File: src/inst_fetch.sv
`timescale 1ns/1ns

module inst_fetch #(
    parameter int xlen = 64
) (
    input  logic            clock,
    input  logic            reset,
    output logic            wb_cyc,
    output logic            wb_stb,
    output logic [xlen-1:0] wb_adr,
    input  logic [31:0]     wb_dat_i,
    input  logic            wb_ack,
    input  logic            redirect,
    input  logic [xlen-1:0] redirect_pc,
    output logic            if_valid,
    output logic [31:0]     if_inst,
    output logic [xlen-1:0] if_pc,
    output logic [xlen-1:0] if_pc4
);
    localparam logic wb_we = 1'b0;

    logic [xlen-1:0] pc;
    logic [xlen-1:0] pc4;
    logic [xlen-1:0] pending_pc;
    logic            discard;
    logic            accept;
    logic            keep;

    assign wb_adr = pc; // pc only moves on an ack, so the address holds for the whole cycle.
    assign pc4 = pc + xlen'(4);
    assign accept = wb_cyc && wb_stb && wb_ack && !wb_we;
    assign keep = accept && !redirect && !discard;

    always_ff @(posedge clock, posedge reset) begin
        if (reset) begin
            wb_cyc <= 1'b0;
            wb_stb <= 1'b0;
            pc <= '0;
            discard <= 1'b0;
            if_valid <= 1'b0;
        end else begin
            wb_cyc <= 1'b1; // reads run back to back once out of reset.
            wb_stb <= 1'b1;
            if_valid <= keep;
            if (accept) begin
                discard <= 1'b0;
                if (redirect) begin
                    pc <= redirect_pc;
                end else if (discard) begin
                    pc <= pending_pc; // the stale word is dropped here.
                end else begin
                    pc <= pc4;
                end
            end else if (redirect) begin
                discard <= 1'b1; // let the open read finish, then jump.
            end
        end
    end

    always_ff @(posedge clock) begin
        if (redirect) begin
            pending_pc <= redirect_pc;
        end
        if (keep) begin
            if_inst <= wb_dat_i;
            if_pc <= pc;
            if_pc4 <= pc4;
        end
    end

endmodule

File: config.mk
export PLATFORM = sky130hd
export DESIGN_NAME = inst_fetch
export DESIGN_NICKNAME = d
export VERILOG_FILES = /design/src/inst_fetch.sv
export SDC_FILE = /design/constraint.sdc
export NUM_CORES = 1
export LEC_CHECK = 0
export ABC_AREA = 1
export BUFFER_PORTS_ARGS = -buffer_cell sky130_fd_sc_hd__buf_4
export CORE_MARGIN = 2
export CORE_UTILIZATION = 35
export DETAILED_ROUTE_END_ITERATION = 10
export PLACE_DENSITY = 0.63
export SETUP_SLACK_MARGIN = 0.15
export SYNTH_ARGS = -nofsm -noshare
export SYNTH_HDL_FRONTEND = slang
export SYNTH_SLANG_ARGS = --single-unit
File: constraint.sdc
create_clock -name clock -period 10.9 [get_ports clock]
set_input_delay 0.545 -clock clock [delete_from_list [all_inputs] [get_ports clock]]
set_output_delay 0.545 -clock clock [all_outputs]
set_load 0.01 [all_outputs]
==> results.sh, run 1 <==
export IMPL_placementRows=67
export IMPL_path_clk_slew_ns=0.06
export IMPL_synth_most_common_cell="edfxtp_1"
export IMPL_total_power_w=0.002876
export IMPL_hp_class="in2reg"
export IMPL_ys_top_cells_by_area="edfxtp_1, dfrtp_1, nand2_1, nor2_1, a221oi_1"
export IMPL_area_growth_pct=34.38
export IMPL_grt_max_degree=161
export IMPL_grt_pass1_vias=8654
export IMPL_tns_ns=0
export IMPL_insertion_delay_ns=0.51
export IMPL_die_area_mm2=0.03525
export IMPL_synth_top_area_cell="edfxtp_1"
export IMPL_synth_cells=969
export IMPL_ios=327
export IMPL_grt_usage=0.1947
export IMPL_postSynthNetCount=1070
export IMPL_synthAdderAreaFrac=0.001059
export IMPL_dr_pass1_iters=5
export IMPL_cap_violations=0
export IMPL_relSlewSlack=0.3357
export IMPL_avgViaCountPerCell=5.030
export IMPL_setup_violations_final=0
export IMPL_max_clock_freq_ghz=0.4109
export IMPL_drive_above_1_share=0.3112
export IMPL_antenna_found_initial=0
export IMPL_powerDensity_mw_per_mm2=181.0
export IMPL_synthSimpleGateAreaFrac=0.1449
export IMPL_max_stage_delay_ns=0.66
export IMPL_max_slew_worst_pin_slew_ns=0.9965
export IMPL_synth_area_per_cell_um2=12.20
export IMPL_grt_pass1_wl_um=52740
export IMPL_synth_async_sr_flop_share=0.2318
export IMPL_core_area_mm2=0.03336
export IMPL_dp_hpwl_um=24710
export IMPL_fin_nets=1402
export IMPL_rrSetupSlack_ns=8.47
export IMPL_synthXorXnorAreaFrac=0.03610
export IMPL_place_area_mm2=0.01476
export IMPL_gp_congestion=0.8412
export IMPL_seq_area_frac_synth=0.7059
export IMPL_grt_use_met2=0.3016
export IMPL_cts_sinks=289
export IMPL_grt_busiest_layer="met2"
export IMPL_drc_errors=0
export IMPL_start_util=0.3542
export IMPL_vdd_drop_max_mv=0.1038
export IMPL_synth_top_family_by_area="simple AND/OR/NAND/NOR gates"
export IMPL_clockBufferDepth=3
export IMPL_ys_flop_type="edfxtp_1"
export IMPL_cts_root_buf="clkbuf_16"
export IMPL_cts_buffers=34
export IMPL_use_met3=0.05390
export IMPL_finalWirelength_um=35280
export IMPL_yosysWarnings=0
export IMPL_netlist_area_leader_share=0.5640
export IMPL_synth_compound_gate_area_share=0.08363
export IMPL_finClkSkew_ns=0.02115
export IMPL_critPathKind="reg2reg"
export IMPL_design_area_mm2=0.01588
export IMPL_holdBufCountCts=0
export IMPL_antenna_cells=0
export IMPL_vias=8929
export IMPL_port_buffers=326
export IMPL_die_width_um=187.8
export IMPL_synth_cell_type_count=35
export IMPL_synth_edff_count=222
export IMPL_grt_setup_unrepaired="false"
export IMPL_cts_setup_buffers=0
export IMPL_cp_max_fo=160
export IMPL_synth_seq_cells=289
export IMPL_min_period_ns=2.434
export IMPL_synth_commonest_cells="edfxtp_1, nand2_1, nor2_1"
export IMPL_cp_required_ns=11.01
export IMPL_end_kind="register"
export IMPL_cts_tree="done"
export IMPL_startpoint_type="register"
export IMPL_cp_cell_sequence="nand2_4, nor2_4, buf_12"
export IMPL_cts_resized=0
export IMPL_htree_levels=2
export IMPL_report_final_hold_viol_count=0
export IMPL_slew_viol_final=0
export IMPL_ant_nets=0
export IMPL_power_leakage_nw=6.227
export IMPL_die_h_um=187.8
export IMPL_slowest_stage="buf_12"
export IMPL_cp_arrival_ns=2.55
export IMPL_gr_usage_met1=0.2703
export IMPL_syn_area_mm2=0.01182
export IMPL_initialDrtViolationCount=736
export IMPL_synth_area_mux_share=0
export IMPL_outcome="completed"
export IMPL_wl_per_cell_um=19.87
export IMPL_finalCritPeriodShare=0.2233
export IMPL_overflow=0
## routing by layer
metal / routed length, µm / share of wire / vias up
met1: 15050 / 0.43 / 4348
li1: - / - / 4095
met3: 3168 / 0.090 / 42
met2: 16290 / 0.46 / 444
met5: 0 / 0 / -
met4: 758 / 0.021 / 0
## path summary, 6_finish.rpt
path | from | to | cells after the start
hold reg to reg | wb_adr[0] | if_pc[0] | 0
setup reg to reg | wb_stb | if_pc4[59] | 3
hold / removal | redirect_pc[44] | pending_pc[44] | 1
min in group asynchronous | reset | wb_adr[1] | 3
setup / recovery | wb_stb | if_pc4[59] | 3
max in group asynchronous | reset | wb_adr[57] | 3
## layout by cell type, fill, tap and decap left out, types with 2 or more instances in the layout
master        n
a21oi_1      30
a221o_1       7
a221oi_1     54
a22oi_1      15
and2_1       10
buf_4       332
clkbuf_1      9
clkbuf_16    37
clkbuf_8      6
clkinv_1      2
clkinv_2      4
clkinvlp_4    3
dfrtp_1      67
edfxtp_1    222
inv_1        43
inv_2         2
nand2_1     197
nand2_2       7
nand2_4       2
nand3_1      24
nand3b_1      2
nand4_1      12
nor2_1      138
nor2_2        7
nor2_4        7
nor3_1        2
o21ai_0      23
o21ai_1       3
o21bai_1      5
xnor2_1      19
xor2_1       26
## through the flow
step / setup WS, ns / std cells / hold slack [ns] / utilization
detailed placement: 8.125 / 1713 / 0.4947 / 0.4423
global placement: 8.156 / 1713 / 0.4884 / 0.4423
CTS: 8.482 / 1775 / 0.2019 / 0.4760
floorplan: 4.743 / 969 / 0.4485 / -
finish: 8.466 / 1775 / 0.2218 / 0.4760
global route: 8.279 / 1775 / 0.1995 / 0.4760
## kinds of logic (layout without fill, tap and decap cells)
logic type,count (synthesis),in the layout
AOI/OAI and AO/OA,139,139
xor gates and xnor gates,47,47
other,1,1
buffers and inverters,83,441
adders and majority gates,1,1
DFF,289,289
and+or+nand+nor,409,409
## sequential cells by signal (all words and copies together), names as in the netlist
| signal | flops |
|---|---|
| wb_stb | 1 |
| if_valid | 1 |
| if_inst | 32 |
| if_pc | 64 |
| if_pc4 | 62 |
| wb_adr | 64 |
| pending_pc | 64 |
| discard | 1 |
## report_power, final
| group | internal [W] | switching [W] |
|---|---|---|
| clock network | 0.000685 | 0.000434 |
| logic | 0.000157 | 0.000216 |
| registers | 0.00128 | 0.0000994 |
## critical path, delay by kind of cell (launching register included)
kind,cells,cell delay [ns]
flops,1,0.42
buf+inv,1,0.66
simple gates,2,0.79
## cell type report
type | count | area, µm²
timing repair buffer | 333 | 2512
tap | 448 | 560.5
fill | 3040 | 17480
inverter | 46 | 173.9
multi-input combinational | 597 | 3167
clock buffer | 52 | 1042
sequential | 289 | 8343
clock inverter | 10 | 83.83
(Power assumes the default switching activity.)
==> run 2: changes to the inputs <==
--- a/config.mk
+++ b/config.mk
@@ -10,7 +10,7 @@
 export CORE_MARGIN = 2
 export CORE_UTILIZATION = 35
 export DETAILED_ROUTE_END_ITERATION = 10
-export PLACE_DENSITY = 0.63
+export PLACE_DENSITY = 0.65
 export SETUP_SLACK_MARGIN = 0.15
 export SYNTH_ARGS = -nofsm -noshare
 export SYNTH_HDL_FRONTEND = slang
==> constraint.sdc (replaced) <==
create_clock -name clock -period 2.1 [get_ports clock]
set_input_delay 0.105 -clock clock [delete_from_list [all_inputs] [get_ports clock]]
set_output_delay 0.105 -clock clock [all_outputs]
set_load 0.01 [all_outputs]
==> run 2 against run 1 <==
  * First-iteration DRC count fell by 13%
  * Register-to-register slack got worse by 8.3 ns
  * Combinational power rose to 7.0 times the previous value
  * Sequential share of layout area down 4.9 points
  * Count of clock-buffer cells in the layout fell by 5
  * Sequential cell count unchanged
  * Final area rose by 10%
  * Global-route usage rose by 1.2 points
  * Core utilization grew 5.0 points
  * Wire length is 6.2% higher
  * Fmax up 27%
  * Critical endpoint is now if_pc4[57]
  * Highest routed layer unchanged
==> results.sh, run 2 (synthesized netlist as in run 1, its figures left out) <==
export IMPL_rrSetupSlack_ns=0.18
export IMPL_crit_end="if_pc4[57]"
export IMPL_fin_nets=1564
export IMPL_die_width_um=187.8
export IMPL_ant_nets=0
export IMPL_grt_busiest_layer="met2"
export IMPL_startpoint_type="register"
export IMPL_avgViaCountPerCell=4.839
export IMPL_slew_viol_final=0
export IMPL_gp_congestion=0.8894
export IMPL_die_area_mm2=0.03525
export IMPL_setup_violations_final=0
export IMPL_outcome="completed"
export IMPL_startpoint="wb_adr[3]"
export IMPL_powerDensity_mw_per_mm2=842.7
export IMPL_pwr_share_clk=0.348
export IMPL_antenna_found_initial=0
export IMPL_grt_usage=0.2064
export IMPL_cts_root_buf="clkbuf_16"
export IMPL_grt_max_degree=72
export IMPL_combPwrFrac=0.176
export IMPL_finClkSkew_ns=0.01390
export IMPL_max_clock_freq_ghz=0.5203
export IMPL_use_met3=0.04192
export IMPL_finalWirelength_um=37480
export IMPL_drive_above_1_share=0.3535
export IMPL_dr_pass1_iters=5
export IMPL_cp_required_ns=2.39
export IMPL_switching_share=0.2676
export IMPL_overflow=0
export IMPL_tns_ns=0
export IMPL_start_util=0.3542
export IMPL_area_growth_pct=48.44
export IMPL_end_kind="register"
export IMPL_path_clk_slew_ns=0.06
export IMPL_rr_worst_depth=7
export IMPL_port_buffers=326
export IMPL_gr_usage_met1=0.2933
export IMPL_htree_levels=1
export IMPL_insertion_delay_ns=0.56
export IMPL_timing_rr_start="wb_adr[3]"
export IMPL_ios=327
export IMPL_cp_arrival_ns=2.22
export IMPL_max_slew_worst_pin_slew_ns=0.5751
export IMPL_whs_ns=0.04716
export IMPL_place_area_mm2=0.01524
export IMPL_cts_buffers=31
export IMPL_grt_setup_unrepaired="true"
export IMPL_p_seq_frac=0.476
export IMPL_min_period_ns=1.922
export IMPL_grt_pass1_wl_um=56300
export IMPL_grt_use_met2=0.3286
export IMPL_cp_max_fo=6
export IMPL_final_cell_mix="buf_4, edfxtp_1, nand2_1"
export IMPL_antenna_cells=0
export IMPL_power_leakage_nw=6.994
export IMPL_final_common_cell="buf_4"
export IMPL_cts_tree="done"
export IMPL_hp_class="in2async"
export IMPL_clockBufferDepth=3
export IMPL_finalCritPeriodShare=0.9153
export IMPL_initialDrtViolationCount=637
export IMPL_drc_errors=0
export IMPL_cts_sinks=289
export IMPL_vias=9369
export IMPL_dp_hpwl_um=26780
export IMPL_grt_pass1_vias=9295
export IMPL_p_int_w=0.01083
export IMPL_core_area_mm2=0.03336
export IMPL_vdd_drop_max_mv=0.6235
export IMPL_p_switching_w=0.003956
export IMPL_r2r_end="if_pc4[57]"
export IMPL_cap_violations=0
export IMPL_critPathKind="reg2reg"
export IMPL_wl_per_cell_um=19.36
export IMPL_die_h_um=187.8
export IMPL_relSlewSlack=0.6166
export IMPL_placementRows=67
export IMPL_report_final_hold_viol_count=0
export IMPL_design_area_mm2=0.01754
-- run 2: cell count changes in the layout (fill, tap and decap cells not counted), moves of 17 or more --
cell	change
dlygate4sd3_1	+99
buf_4	+57
dfrtp_1	-17
nor2_1	-18
dfrtp_2	+17
-- run 2: final cells by class --
cell class                 instances  area [µm²]
sequential                       289        8364
fill                            2975       15820
inverter                          46       176.4
clock inverter                    11       88.84
clock buffer                      47       865.8
tap                              448       560.5
timing repair buffer             498        4103
multi-input combinational        597        3386
-- run 2: worst min path at each step --
stage                 from         end  cells after the start
3_5_place_dp         reset   wb_adr[6]                      2
6_report             reset   wb_adr[5]                      3
2_1_floorplan  wb_dat_i[0]  if_inst[0]                      0
5_1_grt              reset   wb_adr[5]                      3
4_1_cts              reset   wb_adr[4]                      3
3_3_place_gp         reset   wb_adr[6]                      2
-- run 2: through the flow --
| step | worst slack, ns | util | cells | total power, W |
|---|---|---|---|---|
| floorplan | 0.2264 | - | 969 | 0.008107 |
| global placement | 0.007899 | 0.4568 | 1764 | 0.009411 |
| detailed placement | 0.005985 | 0.4568 | 1764 | 0.009434 |
| CTS | 0.1576 | 0.5159 | 1921 | 0.01477 |
| global route | 0.1128 | 0.5258 | 1936 | 0.01539 |
| finish | 0.1780 | 0.5258 | 1936 | 0.01478 |
-- run 2: repair_timing --
action / 4_1_cts / 5_1_grt
hold endpoints to repair: 229 / 0
pin swaps: 0 / 15
hold buffers: 99 / 0
setup endpoints to repair: 26 / 64
setup buffers: 0 / 15
gates resized for setup: 10 / 63
-- run 2: power by group through the flow --
stage | Combinational [W] | Sequential [W] | Clock, W
finish | 0.00260 | 0.00704 | 0.00514
global route | 0.00282 | 0.00709 | 0.00548
CTS | 0.00247 | 0.00703 | 0.00527
detailed placement | 0.00230 | 0.00714 | 0
global placement | 0.00228 | 0.00713 | 0
floorplan | 0.000900 | 0.00721 | 0
-- run 2: per-layer routing --
| layer | part of all wire | wire, µm | up-vias |
|---|---|---|---|
| li1 | - | - | 4427 |
| met5 | 0 | 0 | - |
| met1 | 0.45 | 16690 | 4527 |
| met4 | 0.017 | 631 | 0 |
| met3 | 0.070 | 2609 | 50 |
| met2 | 0.47 | 17550 | 365 |
-- run 2: worst max-delay path: stages (launching register included) --
cell and delay (ns):
dfrtp_1 0.42, buf_6 0.13, nand2_4 0.05, nor2_4 0.18
nand2_4 0.10, nor2_4 0.20, nand4_1 0.32, xnor2_2 0.26
==> run 3: changes to the inputs <==
--- a/config.mk
+++ b/config.mk
@@ -7,10 +7,10 @@
 export LEC_CHECK = 0
 export ABC_AREA = 1
 export BUFFER_PORTS_ARGS = -buffer_cell sky130_fd_sc_hd__buf_4
-export CORE_MARGIN = 2
+export CORE_MARGIN = 3
 export CORE_UTILIZATION = 35
 export DETAILED_ROUTE_END_ITERATION = 10
-export PLACE_DENSITY = 0.65
+export PLACE_DENSITY = 0.63
 export SETUP_SLACK_MARGIN = 0.15
 export SYNTH_ARGS = -nofsm -noshare
 export SYNTH_HDL_FRONTEND = slang
==> constraint.sdc (replaced) <==
create_clock -name clock -period 2.4 [get_ports clock]
set_input_delay 0.12 -clock clock [delete_from_list [all_inputs] [get_ports clock]]
set_output_delay 0.12 -clock clock [all_outputs]
set_load 0.01 [all_outputs]
==> run 3 against run 2 <==
  * Critical path depth grew 2
  * Largest cell class unchanged
  * Core utilization shrank 1.0 points
  * Sequential cell count is the same
  * Global-route usage grew 0.26 points
  * Highest routed layer unchanged
  * Fmax shrank 9.8%
  * Combinational power shrank 23%
  * Clock power shrank 8.2%
  * Sequential share of layout area grew 1.4 points
  * Count of clock-buffer cells in the layout grew 3
==> results.sh, run 3 (synthesized netlist as in run 1, its figures left out) <==
export IMPL_multi_input_area_mm2=0.003177
export IMPL_cp_max_fo=5
export IMPL_grt_max_degree=56
export IMPL_startpoint_type="register"
export IMPL_port_buffers=326
export IMPL_clockBufferDepth=3
export IMPL_place_area_mm2=0.01500
export IMPL_finalWirelength_um=38230
export IMPL_rrSetupSlack_ns=0.27
export IMPL_cts_setup_buffers=0
export IMPL_cts_tree="done"
export IMPL_vdd_drop_max_mv=0.6378
export IMPL_hp_class="in2reg"
export IMPL_ant_nets=0
export IMPL_initialDrtViolationCount=762
export IMPL_fin_ws_ns=0.2685
export IMPL_setup_violations_final=0
export IMPL_tns_ns=0
export IMPL_wl_per_cell_um=20.25
export IMPL_vias=9387
export IMPL_cts_buffers=34
export IMPL_dp_hpwl_um=27920
export IMPL_drc_errors=0
export IMPL_max_slew_worst_pin_slew_ns=0.7317
export IMPL_nFillCells=2878
export IMPL_area_growth_pct=43.77
export IMPL_fin_nets=1522
export IMPL_insertion_delay_ns=0.50
export IMPL_cts_sinks=289
export IMPL_antenna_cells=0
export IMPL_hold_start="redirect"
export IMPL_powerDensity_mw_per_mm2=761.2
export IMPL_holdPathEnd="pending_pc[32]"
export IMPL_max_stage_delay_ns=0.42
export IMPL_cp_common_cell="nand2_1"
export IMPL_grt_pass1_wl_um=57860
export IMPL_critPathKind="reg2reg"
export IMPL_ios=327
export IMPL_timing_rr_start="wb_adr[3]"
export IMPL_slew_viol_final=0
export IMPL_die_h_um=189.8
export IMPL_power_leakage_nw=6.711
export IMPL_dr_pass1_iters=5
export IMPL_overflow=0
export IMPL_end_kind="register"
export IMPL_finalCritPeriodShare=0.8881
export IMPL_report_final_hold_viol_count=0
export IMPL_die_area_mm2=0.03601
export IMPL_cp_arrival_ns=2.54
export IMPL_start_util=0.3587
export IMPL_cp_required_ns=2.81
export IMPL_final_common_cell="buf_4"
export IMPL_core_area_mm2=0.03295
export IMPL_slowest_stage="dfrtp_1"
export IMPL_antenna_found_initial=0
export IMPL_relSlewSlack=0.5122
export IMPL_design_area_mm2=0.01699
export IMPL_r2r_end="wb_adr[52]"
export IMPL_rr_worst_depth=9
export IMPL_regArea_mm2=0.008344
export IMPL_preCtsSetupSlack_ns=0.2255
export IMPL_grt_pass1_vias=9477
export IMPL_total_power_w=0.01293
export IMPL_die_width_um=189.8
export IMPL_max_clock_freq_ghz=0.4691
export IMPL_grt_setup_unrepaired="true"
export IMPL_gp_congestion=0.9072
export IMPL_finClkSkew_ns=0.01637
export IMPL_path_clk_slew_ns=0.06
export IMPL_htree_levels=2
export IMPL_placementRows=66
export IMPL_final_cell_mix="buf_4, edfxtp_1, nand2_1"
export IMPL_hold_depth=1
export IMPL_outcome="completed"
export IMPL_grt_usage=0.2091
export IMPL_cts_root_buf="clkbuf_16"
export IMPL_drive_above_1_share=0.2981
export IMPL_cp_cell_sequence="ha_1, nand2_1, nor2_4, nand3b_1, nor2_1, nand3_1, xnor2_1, nand2_1, o21ai_0"
export IMPL_cap_violations=0
export IMPL_avgViaCountPerCell=4.972
export IMPL_min_period_ns=2.132
-- run 3: cell types whose count changed in the layout (fill, tap and decap cells not counted), sizes merged --
cell,change
buf,-43
bufinv,-1
clkbuf,+3
clkinvlp,+1
dlygate4sd3,-2
-- run 3: metrics by stage --
stage | cells | hold WS [ns] | utilization
6_report | 1888 | 0.02145 | 0.5157
5_1_grt | 1888 | 0.01798 | 0.5157
4_1_cts | 1888 | 0.01403 | 0.5154
3_5_place_dp | 1730 | 0.2539 | 0.4552
3_3_place_gp | 1730 | 0.2554 | 0.4552
2_1_floorplan | 969 | 0.2189 | -
-- run 3: area by class of cell --
cell class	count	area share
clock buffer	50	0.05603
sequential	289	0.4911
inverter	46	0.01023
tap	442	0.03255
clock inverter	11	0.003608
timing repair buffer	453	0.2196
multi-input combinational	597	0.1870
-- run 3: worst max-delay path: cells and delay by family (launching register included) --
kind | cells | cell delay (ns)
xor gates and xnor gates | 1 | 0.29
AOI/OAI and AO/OA | 1 | 0.08
adders and majority gates | 1 | 0.23
DFF | 1 | 0.42
and+or+nand+nor | 6 | 1.01
-- run 3: repair_timing --
action	CTS	global route
hold buffers	97	0
setup endpoints to repair	0	14
gates resized for setup	0	4
hold endpoints to repair	182	0
-- run 3: how the worst max path moves through the flow --
stage / cells past startpoint / endpoint / startpoint
after floorplan: 4 / if_inst[0] / discard
after global placement: 7 / if_pc4[52] / wb_adr[3]
after detailed placement: 9 / wb_adr[52] / wb_adr[3]
after CTS: 9 / wb_adr[52] / wb_adr[3]
after global routing: 9 / if_pc4[62] / wb_adr[2]
final: 9 / wb_adr[52] / wb_adr[3]
-- run 3: layer usage --
layer	track usage	routed length [µm]	part of all wire	vias up
li1	-	-	-	4330
met1	0.2940	16710	0.44	4583
met2	0.3307	17690	0.46	410
met3	0.04385	2810	0.073	64
met4	0.05857	1017	0.027	0
met5	0	0	0	-
-- run 3: where the power goes --
group          internal, W  total (W)  switching [W]  leakage, nW
registers          0.00583    0.00622       0.000386         2.80
clock network      0.00276    0.00472        0.00196        0.486
logic             0.000883    0.00199        0.00111         3.43
